==> src/rv_pkg.sv <==
`default_nettype none

package rv_pkg;

  // Datapath and data RAM sizes
  localparam int xlen = 32;
  localparam int dmem_words = 256;
  localparam int dmem_addr_bits = 8;

  // ADDI x0,x0,0
  localparam logic [31:0] i_nop = 32'h0000_0013;
  localparam logic [31:0] i_ebreak = 32'h0010_0073;

  // Write-back source, order matches the WB result mux
  typedef enum logic [2:0] {
    res_alu  = 3'd0,
    res_load = 3'd1,
    res_pc4  = 3'd2,
    res_jb   = 3'd3,
    res_csr  = 3'd4,
    res_mext = 3'd5
  } res_src_e;

  // Load funct3 codes
  typedef enum logic [2:0] {
    lb  = 3'b000,
    lh  = 3'b001,
    lw  = 3'b010,
    lbu = 3'b100,
    lhu = 3'b101
  } load_op_e;

  // Store funct3 codes
  typedef enum logic [2:0] {
    sb = 3'b000,
    sh = 3'b001,
    sw = 3'b010
  } store_op_e;

  // M-extension multiply funct3 codes
  typedef enum logic [2:0] {
    op_mul    = 3'b000,
    op_mulh   = 3'b001,
    op_mulhsu = 3'b010,
    op_mulhu  = 3'b011
  } mul_op_e;

  // Execute to MEM; alu_result doubles as the memory address
  typedef struct packed {
    logic valid;
    logic [31:0] instr;
    res_src_e res_src;
    logic [2:0] funct3;
    logic [4:0] rd;
    logic [xlen-1:0] alu_result;
    logic [xlen-1:0] rs1_data;
    logic [xlen-1:0] rs2_data;
    logic [xlen-1:0] pc;
    logic [xlen-1:0] jb_target;
    logic [xlen-1:0] csr_rdata;
    logic mem_read;
    logic mem_write;
    logic trap;
  } ex_mem_t;

  // MEM to WB, load data already extended, product still unsigned
  typedef struct packed {
    logic valid;
    logic [31:0] instr;
    res_src_e res_src;
    logic [2:0] funct3;
    logic [4:0] rd;
    logic [xlen-1:0] alu_result;
    logic [xlen-1:0] load_data;
    logic [xlen-1:0] pc_plus4;
    logic [xlen-1:0] jb_target;
    logic [xlen-1:0] csr_rdata;
    logic [xlen-1:0] rs1_data;
    logic [xlen-1:0] rs2_data;
    logic [63:0] product;
    logic trap;
  } mem_wb_t;

  // Register file write port
  typedef struct packed {
    logic we;
    logic [4:0] rd;
    logic [xlen-1:0] data;
  } wb_write_t;

  typedef struct packed {
    logic ebreak;
    logic trap;
    logic retired;
  } halt_t;

endpackage

`default_nettype wire

==> src/rv_stage_mem.sv <==
`default_nettype none

module rv_stage_mem (
  input  logic                              clk,
  input  logic                              reset,
  input  rv_pkg::ex_mem_t                   ex_in,
  output logic                              dmem_we,
  output logic [3:0]                        dmem_strb,
  output logic [rv_pkg::dmem_addr_bits-1:0] dmem_addr,
  output logic [rv_pkg::xlen-1:0]           dmem_wdata,
  input  logic [rv_pkg::xlen-1:0]           dmem_rdata,
  output rv_pkg::mem_wb_t                   mem_wb
);

  rv_pkg::ex_mem_t ex_q;

  logic [1:0] st_off;
  logic [1:0] ld_off;
  logic [rv_pkg::xlen-1:0] ld_shift;
  logic [rv_pkg::xlen-1:0] ld_ext;

  logic rs1_signed;
  logic rs2_signed;
  logic [rv_pkg::xlen-1:0] mag1;
  logic [rv_pkg::xlen-1:0] mag2;
  logic [63:0] product;

  // Pipeline register, only valid is cleared
  always_ff @(posedge clk) begin
    ex_q <= ex_in;
    if (reset) begin
      ex_q.valid <= 1'b0;
    end
  end

  // RAM access issued straight from the incoming item
  assign st_off = ex_in.alu_result[1:0];
  assign dmem_addr = ex_in.alu_result[rv_pkg::dmem_addr_bits+1:2];
  // Hold RAM writes off during reset
  assign dmem_we = ex_in.valid && ex_in.mem_write && !reset;

  // Byte strobes and lane-replicated store data
  always_comb begin
    dmem_strb = 4'b0000;
    dmem_wdata = ex_in.rs2_data;
    case (rv_pkg::store_op_e'(ex_in.funct3))
      rv_pkg::sb: begin
        dmem_strb = 4'b0001 << st_off;
        dmem_wdata = {4{ex_in.rs2_data[7:0]}};
      end
      rv_pkg::sh: begin
        // Halfword lane picked by address bit 1
        dmem_strb = 4'b0011 << {st_off[1], 1'b0};
        dmem_wdata = {2{ex_in.rs2_data[15:0]}};
      end
      rv_pkg::sw: begin
        dmem_strb = 4'b1111;
      end
      default: begin
        dmem_strb = 4'b0000;
      end
    endcase
  end

  // Load lanes moved down to bit 0 first
  assign ld_off = ex_q.alu_result[1:0];
  assign ld_shift = dmem_rdata >> {ld_off, 3'b000};

  // Sign or zero extension by funct3
  always_comb begin
    case (rv_pkg::load_op_e'(ex_q.funct3))
      rv_pkg::lb:  ld_ext = {{24{ld_shift[7]}}, ld_shift[7:0]};
      rv_pkg::lh:  ld_ext = {{16{ld_shift[15]}}, ld_shift[15:0]};
      rv_pkg::lw:  ld_ext = ld_shift;
      rv_pkg::lbu: ld_ext = {24'b0, ld_shift[7:0]};
      rv_pkg::lhu: ld_ext = {16'b0, ld_shift[15:0]};
      default:     ld_ext = '0;
    endcase
  end

  // Which operands count as signed for this multiply
  always_comb begin
    case (rv_pkg::mul_op_e'(ex_q.funct3))
      rv_pkg::op_mul, rv_pkg::op_mulh: begin
        rs1_signed = 1'b1;
        rs2_signed = 1'b1;
      end
      rv_pkg::op_mulhsu: begin
        rs1_signed = 1'b1;
        rs2_signed = 1'b0;
      end
      default: begin
        // mulhu, also div codes
        rs1_signed = 1'b0;
        rs2_signed = 1'b0;
      end
    endcase
  end

  // Operand magnitudes; most negative maps to 2^31 as unsigned
  assign mag1 = (rs1_signed && ex_q.rs1_data[31]) ? (~ex_q.rs1_data + 32'd1) : ex_q.rs1_data;
  assign mag2 = (rs2_signed && ex_q.rs2_data[31]) ? (~ex_q.rs2_data + 32'd1) : ex_q.rs2_data;
  // Unsigned product only, sign fixed up in WB
  assign product = {32'b0, mag1} * {32'b0, mag2};

  // Assemble the WB bundle
  always_comb begin
    mem_wb.valid = ex_q.valid;
    mem_wb.instr = ex_q.instr;
    mem_wb.res_src = ex_q.res_src;
    mem_wb.funct3 = ex_q.funct3;
    mem_wb.rd = ex_q.rd;
    mem_wb.alu_result = ex_q.alu_result;
    mem_wb.load_data = ex_q.mem_read ? ld_ext : '0;
    mem_wb.pc_plus4 = ex_q.pc + 32'd4;
    mem_wb.jb_target = ex_q.jb_target;
    mem_wb.csr_rdata = ex_q.csr_rdata;
    mem_wb.rs1_data = ex_q.rs1_data;
    mem_wb.rs2_data = ex_q.rs2_data;
    mem_wb.product = product;
    mem_wb.trap = ex_q.trap;
  end

endmodule

`default_nettype wire

==> config.mk <==
export PLATFORM = sky130hd
export DESIGN_NAME = rv_stage_mem
export DESIGN_NICKNAME = d
export VERILOG_FILES = /design/src/rv_pkg.sv /design/src/rv_stage_mem.sv
export SDC_FILE = /design/constraint.sdc
export NUM_CORES = 2
export LEC_CHECK = 0
export BUFFER_PORTS_ARGS = -buffer_cell sky130_fd_sc_hd__clkbuf_2
export CORE_MARGIN = 1.5
export CORE_UTILIZATION = 52
export CTS_CLUSTER_DIAMETER = 80
export DETAILED_ROUTE_END_ITERATION = 10
export PLACE_DENSITY = 0.77
export SLEW_MARGIN = 10
export SYNTH_ARGS = -nofsm -noshare
export SYNTH_HDL_FRONTEND = slang
export SYNTH_SLANG_ARGS = --single-unit
==> constraint.sdc <==
create_clock -name clk -period 9.21 [get_ports clk]
set_input_delay 0.921 -clock clk [delete_from_list [all_inputs] [get_ports clk]]
set_output_delay 0.921 -clock clk [all_outputs]
set_load 0.005 [all_outputs]
==> results.yml <==
route:
  final_antenna_net_count: 0
  wl_per_cell_um: 27.4
  drtIter0Drc: 3960
  firstDrtPassIters: 6
  dr_total_vias: 37700
  wl_mm: 186
  routed_via_density: 5.56
  drc: 0
die:
  die_area_um2: 81600
  row_count: 103
  coreArea_um2: 79000
  io_pins: 651
  start_util_pct: 52.6
  dieWidth_um: 286
  die_y_um: 286
timing:
  clock.fmax_mhz: 92.9
  setup_ws_ps: -1560
  rsz0062_at_grt: "yes"
  min_period_ps: 10770
  final-max-slew-violation-count: 0
  setup_viol_count_final: 44
  worstMarginPinSlew_ps: 1230
  period_share_pct: 117
  tns_ps: -46650
  slew-limit-headroom_pct: 17.4
  hold_viol: 0
critical_path:
  arrival_ps: 9850
  critPathRequiredTime_ps: 8290
  max_stage_delay_ps: 610
  cp.depth: 34
  path_common_cell: "fa_1"
  start_kind: "register"
  worstPathMaxFanout: 10
  slowest_stage: "fa_1"
  path_class: "reg -> out"
  cp-end-kind: "primary output"
  crit_family: "adder cells"
  crit_start: "mem_wb[100]$_DFF_P_"
  endpoint: "mem_wb[60]"
  path_buf_inv: 9
job:
  cap_violations: 0
synth:
  yosysSeqAreaShare_pct: 11.5
  synthCells: 4640
  synth_ff_type: "dfxtp_1"
  syn_nets: 6075
  netlist.area_leader.share_pct: 43.2
  synthesis.area_um2: 41600
  async_flop_share_pct: 0
  synth_edf_count: 0
  yosys.area.top_type: "fa_1"
  ys_types: 68
  yosys_warnings: 0
  yosys-top-cells-area: "fa_1 (43%), dfxtp_1 (11%), inv_1 (8.1%)"
  syn_avg_cell_area_um2: 8.96
  yosys_register_bits: 238
  yosysMostFrequentCell: "inv_1"
  synthTopCellsByCount: "inv_1 (899), fa_1 (896), nor2_1 (635)"
cells_and_area:
  num-fill-cells: 6328
  syn_to_final_growth_pct: 28.2
  fin_nets: 7134
  drive_above_1_share_pct: 32.0
  regArea_um2: 4770
  fin_area_um2: 53300
  multi_input_area_um2: 33000
outcome:
  outcome: "complete, but fails checks"
  violations: "negative setup slack"
clocking:
  holdBufCountCts: 0
  cts_tree: "done"
  path_clk_slew_ps: 70
  cts_root_buf: "clkbuf_16"
  cts_max_level: 1
  cts_made_buffers: 22
  clockBufferDepth: 3
  clock_sinks: 238
min_path:
  min_path_type: "in -> reg"
  hp-start: "ex_in[11]"
global_route:
  antenna_found_initial: 30
  grt_max_degree: 36
  overflow: 0
  first_global_vias: 39600
  grt_pass1_wl_mm: 266
  track_usage_pct: 46.0
placed_design:
  dpl.hpwl_mm: 156
  io_buffer_count: 650
  gp_congestion: 1.11
  placed_cell_area_um2: 49700
## worst min path at each step
stage                          endpoint  slack [ps]  depth (start not counted)
global route        mem_wb[182]$_DFF_P_         440                          1
detailed placement  mem_wb[156]$_DFF_P_        1020                          1
floorplan               ex_q[2]$_DFF_P_         950                          0
global placement    mem_wb[150]$_DFF_P_        1020                          1
CTS                 mem_wb[137]$_DFF_P_         440                          1
finish              mem_wb[137]$_DFF_P_         450                          1
## placed cells by master, fill, tap and decap left out, types with 30 or more instances in the layout
| cell | instances |
|---|---|
| a21oi_1 | 92 |
| buf_12 | 36 |
| buf_2 | 30 |
| buf_4 | 707 |
| buf_6 | 64 |
| clkbuf_2 | 618 |
| dfxtp_1 | 235 |
| fa_1 | 876 |
| ha_1 | 235 |
| inv_1 | 882 |
| nand2_1 | 546 |
| nor2_1 | 602 |
| o21ai_0 | 34 |
| xnor2_1 | 78 |
| xnor2_2 | 37 |
| xor2_1 | 66 |
## logic make-up (layout without fill, tap and decap cells)
group	after synthesis	count (layout)	share of synthesized area, %
AOI/OAI and AO/OA	309	309	4.55
xor gates and xnor gates	198	198	4.24
adders and majority gates	1162	1162	51.2
buffers and inverters	1321	2396	14.0
DFF	238	238	11.5
muxes	42	42	1.09
other	0	16	0
and+or+nand+nor	1370	1370	13.5
## layer usage
layer	track usage, %	vias up	part of all wire [%]
met1	51.3	18700	33
met4	38.0	30	10
li1	-	15700	-
met3	18.2	736	13
met2	69.6	2508	44
met5	1.69	-	0.19
## per-stage QoR
| stage | instances | util [%] | hold WS, ps | setup WS [ps] |
|---|---|---|---|---|
| after floorplan | 4640 | - | 949 | -180 |
| after global placement | 6623 | 63.0 | 1020 | -1630 |
| after detailed placement | 6623 | 63.0 | 1020 | -1650 |
| after CTS | 6730 | 66.2 | 437 | -1420 |
| after global routing | 6771 | 67.4 | 438 | -1750 |
| final | 6781 | 67.4 | 449 | -1560 |
## final cells by class
class                      instances  area share, %
antenna                           16         0.0751
inverter                         899           6.34
multi-input combinational       3081           61.9
sequential                       238           8.95
clock inverter                    14          0.355
tap                             1050           2.47
timing repair buffer            1457           18.8
clock buffer                      26           1.10
## registers in the layout, summed over array words and instances, names as in the netlist
register	count
mem_wb	205
ex_q	33
## what timing repair did
item / CTS / global route
resized for setup: 264 / 166
pin swaps: 110 / 91
buffers inserted: 74 / 38
endpoints found under the setup margin: 47 / 50
Power is left out: the tool's default activity adds up to more than one toggle a clock period on the data nets, which glitch-free logic cannot reach.
