### config.mk
export PLATFORM = sky130hd
export DESIGN_NAME = rv_stage_wb
export DESIGN_NICKNAME = d
export VERILOG_FILES = /design/src/rv_pkg.sv /design/src/rv_mul_fix.sv /design/src/rv_stage_wb.sv
export SDC_FILE = /design/constraint.sdc
export NUM_CORES = 1
export LEC_CHECK = 0
export BUFFER_PORTS_ARGS = -buffer_cell sky130_fd_sc_hd__buf_4
export CORE_AREA = 2 2 148 150
export CTS_BUF_LIST = sky130_fd_sc_hd__clkbuf_8
export CTS_CLUSTER_SIZE = 25
export DETAILED_ROUTE_END_ITERATION = 6
export DIE_AREA = 0 0 150 152
export PLACE_DENSITY = 0.74
export SETUP_SLACK_MARGIN = 0.15
export SLEW_MARGIN = 10
export SYNTH_ARGS = -nofsm -noshare
export SYNTH_HDL_FRONTEND = slang
export SYNTH_SLANG_ARGS = --single-unit
### constraint.sdc
create_clock -name clk -period 4.3 [get_ports clk]
set_clock_uncertainty 0.2 [all_clocks]
set_input_delay 1.29 -clock clk [delete_from_list [all_inputs] [get_ports clk]]
set_output_delay 1.29 -clock clk [all_outputs]
set_load 0.05 [all_outputs]
### src/rv_pkg.sv
`default_nettype none

package rv_pkg;

  // Datapath and data RAM sizes
  localparam int xlen = 32;
  localparam int dmem_words = 256;
  localparam int dmem_addr_bits = 8;

  // ADDI x0,x0,0
  localparam logic [31:0] i_nop = 32'h0000_0013;
  localparam logic [31:0] i_ebreak = 32'h0010_0073;

  // Write-back source, order matches the WB result mux
  typedef enum logic [2:0] {
    res_alu  = 3'd0,
    res_load = 3'd1,
    res_pc4  = 3'd2,
    res_jb   = 3'd3,
    res_csr  = 3'd4,
    res_mext = 3'd5
  } res_src_e;

  // Load funct3 codes
  typedef enum logic [2:0] {
    lb  = 3'b000,
    lh  = 3'b001,
    lw  = 3'b010,
    lbu = 3'b100,
    lhu = 3'b101
  } load_op_e;

  // Store funct3 codes
  typedef enum logic [2:0] {
    sb = 3'b000,
    sh = 3'b001,
    sw = 3'b010
  } store_op_e;

  // M-extension multiply funct3 codes
  typedef enum logic [2:0] {
    op_mul    = 3'b000,
    op_mulh   = 3'b001,
    op_mulhsu = 3'b010,
    op_mulhu  = 3'b011
  } mul_op_e;

  // Execute to MEM; alu_result doubles as the memory address
  typedef struct packed {
    logic valid;
    logic [31:0] instr;
    res_src_e res_src;
    logic [2:0] funct3;
    logic [4:0] rd;
    logic [xlen-1:0] alu_result;
    logic [xlen-1:0] rs1_data;
    logic [xlen-1:0] rs2_data;
    logic [xlen-1:0] pc;
    logic [xlen-1:0] jb_target;
    logic [xlen-1:0] csr_rdata;
    logic mem_read;
    logic mem_write;
    logic trap;
  } ex_mem_t;

  // MEM to WB, load data already extended, product still unsigned
  typedef struct packed {
    logic valid;
    logic [31:0] instr;
    res_src_e res_src;
    logic [2:0] funct3;
    logic [4:0] rd;
    logic [xlen-1:0] alu_result;
    logic [xlen-1:0] load_data;
    logic [xlen-1:0] pc_plus4;
    logic [xlen-1:0] jb_target;
    logic [xlen-1:0] csr_rdata;
    logic [xlen-1:0] rs1_data;
    logic [xlen-1:0] rs2_data;
    logic [63:0] product;
    logic trap;
  } mem_wb_t;

  // Register file write port
  typedef struct packed {
    logic we;
    logic [4:0] rd;
    logic [xlen-1:0] data;
  } wb_write_t;

  typedef struct packed {
    logic ebreak;
    logic trap;
    logic retired;
  } halt_t;

endpackage

`default_nettype wire

### src/rv_mul_fix.sv
`default_nettype none

module rv_mul_fix (
  input  logic [63:0]             product,
  input  logic [rv_pkg::xlen-1:0] rs1_data,
  input  logic [rv_pkg::xlen-1:0] rs2_data,
  input  rv_pkg::mul_op_e         op,
  output logic [rv_pkg::xlen-1:0] result
);

  logic negative;
  logic [63:0] fixed;

  // True result sign from op and operand signs
  always_comb begin
    case (op)
      rv_pkg::op_mul, rv_pkg::op_mulh: begin
        // Both signed
        negative = rs1_data[31] ^ rs2_data[31];
      end
      rv_pkg::op_mulhsu: begin
        // Only rs1 signed
        negative = rs1_data[31];
      end
      rv_pkg::op_mulhu: begin
        negative = 1'b0;
      end
      default: begin
        negative = 1'b0;
      end
    endcase
  end

  // Two's complement of the full 64-bit magnitude
  assign fixed = negative ? (~product + 64'd1) : product;

  // Low word for mul, high word for the rest
  assign result = (op == rv_pkg::op_mul) ? fixed[31:0] : fixed[63:32];

endmodule

`default_nettype wire

### src/rv_stage_wb.sv
`default_nettype none

module rv_stage_wb (
  input  logic              clk,
  input  logic              reset,
  input  rv_pkg::mem_wb_t   mem_wb,
  output rv_pkg::wb_write_t wb,
  output rv_pkg::halt_t     halt
);

  rv_pkg::mem_wb_t mem_wb_q;

  logic [rv_pkg::xlen-1:0] mul_result;
  logic [rv_pkg::xlen-1:0] rd_data;

  // Pipeline register, payload left without reset
  always_ff @(posedge clk) begin
    mem_wb_q <= mem_wb;
    if (reset) begin
      mem_wb_q.valid <= 1'b0;
    end
  end

  // Sign correction of the MEM product
  // Div funct3 codes fall through the multiply path
  rv_mul_fix mul_fix_inst (
    .product  (mem_wb_q.product),
    .rs1_data (mem_wb_q.rs1_data),
    .rs2_data (mem_wb_q.rs2_data),
    .op       (rv_pkg::mul_op_e'(mem_wb_q.funct3)),
    .result   (mul_result)
  );

  // Result select
  always_comb begin
    case (mem_wb_q.res_src)
      rv_pkg::res_alu:  rd_data = mem_wb_q.alu_result;
      rv_pkg::res_load: rd_data = mem_wb_q.load_data;
      rv_pkg::res_pc4:  rd_data = mem_wb_q.pc_plus4;
      rv_pkg::res_jb:   rd_data = mem_wb_q.jb_target;
      rv_pkg::res_csr:  rd_data = mem_wb_q.csr_rdata;
      rv_pkg::res_mext: rd_data = mul_result;
      default:          rd_data = mem_wb_q.alu_result;
    endcase
  end

  // Register file write, x0 never written
  // Trapped items write nothing
  always_comb begin
    wb.we = mem_wb_q.valid && (mem_wb_q.rd != 5'd0) && !mem_wb_q.trap;
    wb.rd = mem_wb_q.rd;
    wb.data = rd_data;
  end

  // Halt and retire flags, all qualified by valid
  always_comb begin
    halt.ebreak = mem_wb_q.valid && (mem_wb_q.instr == rv_pkg::i_ebreak);
    halt.trap = mem_wb_q.valid && mem_wb_q.trap;
    // Bubbles and zero words don't count as retired
    halt.retired = mem_wb_q.valid
                   && (mem_wb_q.instr != 32'h0)
                   && (mem_wb_q.instr != rv_pkg::i_nop)
                   && !mem_wb_q.trap;
  end

endmodule

`default_nettype wire

==> results of run 1 <==
[through the flow]
step	total power, mW	std cells	instance area (sq um)	setup WS, ns	util, %
6_report	5.86	1599	14200	-0.507	66.5
3_3_place_gp	3.61	1505	12600	0.0190	59.2
2_1_floorplan	3.22	904	9670	0.0507	-
5_1_grt	6.09	1599	14200	-0.560	66.5
4_1_cts	5.89	1598	14100	-0.508	65.9
3_5_place_dp	3.63	1505	12600	-0.0137	59.2
[flip-flops by register name, indices dropped and copies added (netlist names)]
signal	cells
wb	5
mem_wb_q	266
[layout by cell type, fill, tap and decap left out, types with 12 or more instances in the layout]
cell      count
buf_4       354
dfxtp_1     266
nor2_1       66
a21oi_1      51
clkbuf_8     51
buf_6        42
nor3_1       34
nand2_1      29
o21ai_0      27
nor4_1       22
inv_1        20
or3_1        18
o21a_1       17
o22ai_1      14
xor2_1       13
nand2b_1     13
a211oi_1     12
[layout make-up]
cell class	count	area, sq um	share of cell area [%]
Clock buffer	51	702	4.94
Sequential cell	271	5430	38.3
Multi-Input combinational cell	560	4280	30.1
Timing Repair Buffer	401	3220	22.7
Tap cell	280	350	2.47
Inverter	11	41.3	0.291
Clock inverter	25	179	1.26
[kinds of logic (layout without fill, tap and decap cells)]
kind of cell	after synthesis	count (layout)	share of synthesized area (%)
flops	271	271	57.9
simple gates	271	271	16.4
compound gates	234	234	16.2
buf+inv	73	488	3.31
xor+xnor	28	28	2.62
mux	26	26	3.52
fa+ha+maj	1	1	0.133
[routing by layer]
metal / routed length [um] / track usage (%)
met1: 12100 / 31.6
met2: 16500 / 49.1
met3: 3140 / 7.78
met4: 1200 / 10.7
met5: 0 / 0
[how the worst min path moves through the flow]
stage / to / startpoint / depth (start not counted) / slack, ns
CTS: mem_wb_q[133] / mem_wb[133] / 1 / 0.60
global route: mem_wb_q[163] / mem_wb[163] / 1 / 0.60
global placement: mem_wb_q[311] / mem_wb[311] / 1 / 1.19
finish: mem_wb_q[169] / mem_wb[169] / 1 / 0.63
floorplan: mem_wb_q[0] / mem_wb[0] / 0 / 1.12
detailed placement: mem_wb_q[211] / mem_wb[211] / 1 / 1.20
[power breakdown]
part           leakage (nW)  switching, mW  total (mW)  internal [mW]
clock network         0.505           1.00        2.21           1.21
registers              2.29         0.0785        2.73           2.65
logic                  3.27          0.493       0.918          0.426
[critical path, stage by stage, from the launching register on]
cell and delay, ns:
dfxtp_1 0.31, or4_4 0.53, or4b_4 0.60, nor4_4 0.40, mux2_4 0.35, a2111oi_4 0.33
o21ai_4 0.08, buf_6 0.17
[repair_timing]
item                                    4_1_cts  5_1_grt
hold buffers                                  0        0
setup buffers                                17        1
gates resized for setup                      99       21
pin swaps                                    45       21
endpoints found under the setup margin       32       32
==> flow_metrics.py, run 1 <==
metrics = {
    "synth": {
        "synth_top_area_cell": "dfxtp_1",
        "synth.most_common_cell": "dfxtp_1",
        "ys_types": 72,
        "synth.yosys.seq_area_share_pct": 57.9,
        "synthArstFlopShare_pct": 0,
        "synth_area_leaders": "dfxtp_1 58%, a21oi_1 3.3%, nor2_1 2.7%",
        "ys_warn_count": 0,
        "synth_edf_count": 0,
        "synth-seq-cells": 271,
        "synth_top_area_share_pct": 57.9,
        "syn_inst": 904,
        "syn_avg_cell_area_sq_um": 10.4,
        "ys_dominant_reg_cell": "dfxtp_1",
        "synth_commonest_cells": "271 x dfxtp_1, 67 x nor2_1, 61 x a21oi_1, 47 x clkbuf_1",
        "synth_area_sq_um": 9380,
        "syn_nets": 1240,
    },
    "placed_design": {
        "dp_hpwl_mm": 24.4,
        "portBuffers": 313,
        "gp_congestion": 0.884,
    },
    "layout": {
        "finish.net_count": 1625,
        "num-fill-cells": 1718,
        "drive_gt1_share_pct": 43.6,
        "areaGrowthSynthToFinish_pct": 51.4,
        "n_antenna_cell": 0,
    },
    "power_and_ir_drop": {
        "vdd_drop_max_mv": 0.303,
        "p_per_area_nw_per_um2": 413,
        "leakagePower_nw": 6.06,
    },
    "detailed_routing": {
        "antenna_left": 0,
        "vias": 8728,
        "routed_wl_mm": 32.9,
        "drt-initial-drc-count": 465,
        "dr.pass1.iters": 5,
        "wl_per_cell_um": 20.6,
        "viasPerCell": 5.46,
        "route.detailed.drc": 0,
    },
    "die": {
        "pin_count": 376,
        "floorplan.initialDensity_pct": 43.9,
        "dieHeight_um": 152,
        "rows": 54,
        "dieArea_sq_um": 22800,
        "core_sq_um": 21400,
        "die_w_um": 150,
    },
    "sta": {
        "fin_tns_setup_ns": -11.36,
        "timing.final.crit_period_ns": 4.81,
        "rsz0062_at_grt": "yes",
        "fmax_mhz": 208,
        "worst_pin_slew_ns": 0.873,
        "drv_slew": 0,
        "setup_violations": 32,
        "hold_violations": 0,
        "fin_crit_sh_pct": 112,
        "holdWs_ns": 0.625,
        "timing.final.ws_setup_ns": -0.507,
        "max-slew-margin-rel_pct": 41.6,
    },
    "critical_path": {
        "cp.required_ns": 2.81,
        "crit_path_start": "mem_wb_q[20]",
        "start_kind": "register",
        "crit_end": "wb[27]",
        "critPathCaptureType": "output pin",
        "critical_path_class": "register to output pin",
        "cp_max_fo": 4,
        "worstPathArrival_ns": 3.32,
    },
    "hold_path": {
        "hold_path_class": "primary input to register",
    },
    "global_routing": {
        "grt_max_degree": 37,
        "track_usage_pct": 27.8,
        "antenna_found_initial": 0,
        "grt_pass1_wl_mm": 48.6,
        "first_global_vias": 8929,
        "overflow": 0,
    },
    "cts": {
        "root_buffer": "clkbuf_8",
        "path_clk_slew_ns": 0.06,
        "cts_tree": "built",
        "cts_made_buffers": 44,
        "clock_path_buffers": 3,
        "cts.sinks": 271,
        "htreeDepth": 2,
    },
    "job": {
        "drv_cap": 0,
    },
    "outcome": {
        "status": "finished, violations left",
        "violations": "setup timing",
    },
}
(Power assumes the default switching activity.)
==> inputs of run 2 (changes only) <==
ABC_AREA = 1   (was unset)
CORE_AREA = 2 2 149 151   (was 2 2 148 150)
CTS_BUF_LIST = sky130_fd_sc_hd__clkbuf_2 sky130_fd_sc_hd__clkbuf_4 sky130_fd_sc_hd__clkbuf_8   (was sky130_fd_sc_hd__clkbuf_8)
DIE_AREA = 0 0 151 153   (was 0 0 150 152)
PLACE_DENSITY = 0.75   (was 0.74)
==> flow_metrics.py, run 2 <==
metrics = {
    "outcome": {
        "status": "finished, final reports clean",
    },
    "die": {
        "pin_count": 376,
        "rows": 54,
        "floorplan.initialDensity_pct": 45.4,
        "dieArea_sq_um": 23100,
        "core_sq_um": 21500,
        "dieHeight_um": 153,
        "die_w_um": 151,
    },
    "layout": {
        "n_antenna_cell": 0,
        "final_util_pct": 62.7,
        "regArea_sq_um": 5430,
        "drive_gt1_share_pct": 29.2,
        "final_cells": 1886,
        "largest_reg_flops": 266,
        "final_common_cell": "nand2_1",
        "regMostFlops": "mem_wb_q",
        "postLayoutCellArea_sq_um": 13500,
        "finish.net_count": 1910,
        "num-fill-cells": 1879,
        "multi_input_area_sq_um": 3860,
        "areaGrowthSynthToFinish_pct": 38.2,
        "final_cell_mix": "340 x nand2_1, 339 x buf_4, 271 x dfxtp_1",
    },
    "cts": {
        "path_clk_slew_ns": 0.06,
        "root_buffer": "clkbuf_8",
        "cts_made_buffers": 42,
        "cts.sinks": 271,
        "cts_tree": "built",
        "htreeDepth": 2,
        "clock_path_buffers": 3,
    },
    "synth": {
        "synth_top_area_cell": "dfxtp_1",
        "syn_inst": 1226,
        "synth_commonest_cells": "342 x nand2_1, 271 x dfxtp_1, 189 x nor2_1, 118 x nand3_1, 81 x inv_1",
        "synth.yosys.seq_area_share_pct": 55.6,
        "synth-seq-cells": 271,
        "syn_avg_cell_area_sq_um": 7.95,
        "ys_dominant_reg_cell": "dfxtp_1",
        "ys_warn_count": 0,
        "ys_types": 37,
        "synth_edf_count": 0,
        "synth_area_leaders": "dfxtp_1 56%, nand2_1 13%, nor2_1 7.3%",
        "synthArstFlopShare_pct": 0,
        "syn_nets": 1562,
        "synth_top_area_share_pct": 55.6,
        "synth.most_common_cell": "nand2_1",
        "synth_area_sq_um": 9750,
    },
    "sta": {
        "fin_tns_setup_ns": 0,
        "setup_violations": 0,
        "fmax_mhz": 245,
        "worst_pin_slew_ns": 0.575,
        "fin_crit_sh_pct": 94.8,
        "drv_slew": 0,
        "timing.final.crit_period_ns": 4.08,
        "max-slew-margin-rel_pct": 61.6,
        "hold_violations": 0,
        "rsz0062_at_grt": "yes",
    },
    "critical_path": {
        "worstPathArrival_ns": 2.59,
        "crit_end": "wb[30]",
        "cp.required_ns": 2.81,
        "critPathCaptureType": "output pin",
        "critical_path_class": "register to output pin",
        "start_kind": "register",
        "crit_path_start": "mem_wb_q[30]",
        "cp_max_fo": 4,
    },
    "global_routing": {
        "first_global_vias": 9238,
        "overflow": 0,
        "grt_max_degree": 34,
        "track_usage_pct": 27.3,
        "antenna_found_initial": 0,
        "grt_pass1_wl_mm": 48.3,
    },
    "power_and_ir_drop": {
        "comb_power_share_pct": 14.2,
        "pwr-share-clk_pct": 38.5,
        "p_int_mw": 4.26,
        "vdd_drop_max_mv": 0.297,
        "seqPwrFrac_pct": 47.3,
        "p_per_area_nw_per_um2": 428,
        "finalPower_mw": 5.76,
        "p_switching_mw": 1.50,
        "switching_share_pct": 26.1,
        "leakagePower_nw": 6.34,
    },
    "detailed_routing": {
        "antenna_left": 0,
        "wl_per_cell_um": 17.2,
        "viasPerCell": 4.99,
        "route.detailed.drc": 0,
        "vias": 9416,
        "dr.pass1.iters": 5,
        "routed_wl_mm": 32.4,
        "drt-initial-drc-count": 713,
    },
    "placed_design": {
        "dp_cells": 1795,
        "portBuffers": 313,
        "dp_hpwl_mm": 24.5,
        "place_area_sq_um": 12400,
        "gp_congestion": 0.965,
    },
    "hold_path": {
        "hold_path_class": "primary input to register",
    },
    "job": {
        "drv_cap": 0,
    },
}
## run 2: cells by family (layout without fill, tap and decap cells)
kind of cell             after synthesis  count (layout)  synth area share, %
adder cells (fa/ha/maj)                1               1                0.128
buffers and inverters                126             505                 5.65
AO/OA/AOI/OAI                        141             141                 9.03
AND/OR/NAND/NOR                      687             688                 29.5
flip-flops                           271             271                 55.6
## run 2: per-stage QoR
stage                     worst slack [ns]  hold WS [ns]
after floorplan                      0.661          1.12
after global placement               0.515          1.19
after detailed placement             0.498          1.20
after CTS                            0.141         0.628
after global routing                 0.123         0.622
final                                0.222         0.648
## run 2: per-layer routing
metal	GRT usage, %	wire length [um]
met3	7.43	3200
met2	44.6	15000
met5	0	0
met1	32.5	12500
met4	14.4	1670
## run 2: layout make-up
cell class | instances | share of cell area (%)
tap | 280 | 2.60
clock inverter | 7 | 0.353
timing repair buffer | 342 | 19.2
inverter | 87 | 2.54
sequential | 271 | 40.3
clock buffer | 69 | 6.35
multi-input combinational | 830 | 28.7
## run 2: power groups by stage
| stage | sequential (mW) | clock [mW] | combinational [mW] |
|---|---|---|---|
| 2_1_floorplan | 2.75 | 0 | 0.454 |
| 3_3_place_gp | 2.77 | 0 | 0.782 |
| 3_5_place_dp | 2.78 | 0 | 0.794 |
| 4_1_cts | 2.72 | 2.27 | 0.800 |
| 5_1_grt | 2.74 | 2.39 | 0.886 |
| 6_report | 2.72 | 2.22 | 0.820 |
## run 2: worst min-delay path by stage
stage / from / cells after the start / slack, ns / to
6_report: mem_wb[246] / 1 / 0.65 / mem_wb_q[246]
3_3_place_gp: mem_wb[326] / 1 / 1.19 / mem_wb_q[326]
2_1_floorplan: mem_wb[0] / 0 / 1.12 / mem_wb_q[0]
4_1_cts: mem_wb[34] / 1 / 0.63 / mem_wb_q[34]
3_5_place_dp: mem_wb[129] / 1 / 1.20 / mem_wb_q[129]
5_1_grt: mem_wb[283] / 1 / 0.62 / mem_wb_q[283]
## run 2: critical path, stage by stage, from the launching register on
cell and delay (ns):
dfxtp_1 0.38, nor2_1 0.21, nand2_1 0.15, inv_1 0.09
nand2_1 0.05, nor2_1 0.22, nand2_1 0.17, nand2_2 0.12
nand3_1 0.08, nand3_1 0.11, nand2_1 0.11, a21oi_1 0.15
buf_4 0.22
## run 2: what timing repair did
item | 4_1_cts | 5_1_grt
cloned | 0 | 1
pin swaps | 0 | 7
setup buffers | 0 | 14
setup endpoints to repair | 26 | 30
gates resized for setup | 6 | 22
hold buffers | 0 | 0
==> inputs of run 3 (changes only) <==
CORE_AREA = 2 2 157 159   (was 2 2 149 151)
DIE_AREA = 0 0 159 161   (was 0 0 151 153)
SYNTH_HIERARCHICAL = 1   (was unset)
==> flow_metrics.py, run 3 <==
metrics = {
    "sta": {
        "fin_tns_setup_ns": 0,
        "fmax_mhz": 242,
        "setup_violations": 0,
        "timing.final.crit_period_ns": 4.13,
        "holdWs_ns": 0.638,
        "worst_pin_slew_ns": 0.587,
        "rsz0062_at_grt": "yes",
        "max-slew-margin-rel_pct": 60.8,
        "hold_violations": 0,
        "drv_slew": 0,
        "fin_crit_sh_pct": 96.1,
    },
    "detailed_routing": {
        "routed_wl_mm": 33.1,
        "wl_per_cell_um": 16.6,
        "drt-initial-drc-count": 630,
        "dr.pass1.iters": 5,
        "wl_met2_mm": 15.7,
        "met1_length_mm": 13.0,
        "route.detailed.drc": 0,
        "viasPerCell": 4.87,
        "antenna_left": 0,
        "met3_length_mm": 3.10,
        "dr.max_layer_used": "met4",
        "vias": 9710,
    },
    "power_and_ir_drop": {
        "vdd_drop_max_mv": 0.340,
        "leakagePower_nw": 6.78,
        "finalPower_mw": 5.85,
        "p_per_area_nw_per_um2": 411,
    },
    "critical_path": {
        "cp.required_ns": 2.81,
        "worstPathArrival_ns": 2.64,
        "critPathSlowestCell": "dfxtp_2",
        "cp_common_cell": "nand2_1",
        "start_kind": "register",
        "critPathCaptureType": "output pin",
        "worstPathCellList": "inv_4, ha_4, nand2_8, nor2_8, nand3_4, o21ai_4, nand2_2, nand3_2, nand2_1, nand2_1, nand2_1, nor2_2, nand3_2, buf_8",
        "cp_max_fo": 5,
        "critical_path_class": "register to output pin",
        "critical-path-max-stage-delay_ns": 0.33,
    },
    "synth": {
        "syn_nets": 1628,
        "ys_warn_count": 6,
        "syn_avg_cell_area_sq_um": 7.64,
        "synth_area_sq_um": 9880,
        "syn_inst": 1292,
    },
    "placed_design": {
        "dp_hpwl_mm": 24.3,
        "gp_congestion": 0.930,
        "portBuffers": 313,
    },
    "outcome": {
        "status": "finished, final reports clean",
    },
    "global_routing": {
        "grt_pass1_wl_mm": 49.9,
        "first_global_vias": 9527,
        "antenna_found_initial": 1,
        "track_usage_pct": 25.0,
        "grt_max_degree": 46,
        "overflow": 0,
    },
    "cts": {
        "root_buffer": "clkbuf_8",
        "path_clk_slew_ns": 0.06,
        "htreeDepth": 2,
        "cts.sinks": 271,
        "clock_path_buffers": 3,
        "cts_made_buffers": 43,
        "cts_tree": "built",
    },
    "die": {
        "floorplan.initialDensity_pct": 41.2,
        "die_w_um": 159,
        "rows": 57,
        "dieHeight_um": 161,
        "pin_count": 376,
        "dieArea_sq_um": 25600,
        "core_sq_um": 24000,
    },
    "layout": {
        "n_antenna_cell": 0,
        "num-fill-cells": 2171,
        "regMostFlops": "mem_wb_q",
        "largest_reg_flops": 266,
        "final_cell_mix": "429 x nand2_1, 315 x buf_4, 263 x dfxtp_1",
        "drive_gt1_share_pct": 35.0,
        "areaGrowthSynthToFinish_pct": 44.1,
        "finish.net_count": 1978,
        "final_util_pct": 59.4,
        "final_common_cell": "nand2_1",
    },
    "hold_path": {
        "hold_path_class": "primary input to register",
    },
    "job": {
        "drv_cap": 0,
    },
}
## run 3: what timing repair did
item | 4_1_cts | 5_1_grt
endpoints found under the setup margin | 32 | 32
pin swaps | 5 | 43
hold buffers | 0 | 0
cloned | 2 | 1
gates resized for setup | 20 | 172
buffers inserted | 5 | 12
## run 3: path summary, 6_finish.rpt
| path | start | depth (start not counted) | end | slack [ns] |
|---|---|---|---|---|
| worst max-delay path | mem_wb_q[1] | 14 | wb[30] | 0.17 |
| worst min-delay path | mem_wb[34] | 1 | mem_wb_q[34] | 0.64 |
## run 3: report_power, final
part	switching (mW)	leakage [nW]	total (mW)	internal, mW
Clock	0.953	0.472	2.21	1.26
Sequential	0.0783	2.29	2.73	2.65
Combinational	0.515	4.02	0.905	0.391
## run 3: area by class of cell
type | count | area [sq um] | share of cell area [%]
Clock buffer | 66 | 815 | 5.72
Multi-Input combinational cell | 915 | 4500 | 31.6
Tap cell | 324 | 405 | 2.85
Timing Repair Buffer | 342 | 2740 | 19.3
Sequential cell | 271 | 5440 | 38.2
Inverter | 69 | 270 | 1.90
Clock inverter | 6 | 61.3 | 0.431
## run 3: metrics by stage
step	area (sq um)	setup WS [ns]	std cells
final	14200	0.166	1993
after global routing	14200	0.0571	1993
after CTS	13500	0.150	1980
after detailed placement	12500	0.501	1901
after global placement	12500	0.568	1901
after floorplan	9880	0.945	1292
## run 3: critical path, delay by kind of cell (launching register included)
family,cells,cell delay [ns]
AOI/OAI and AO/OA,1,0.28
and+or+nand+nor,10,1.05
DFF,1,0.33
adders and majority gates,1,0.17
buffers and inverters,2,0.24
## run 3: layer usage
| metal | vias up | global-route usage [%] |
|---|---|---|
| li1 | 4787 | - |
| met1 | 4355 | 29.0 |
| met2 | 484 | 42.7 |
| met3 | 84 | 7.55 |
| met4 | 0 | 11.7 |
| met5 | - | 0 |
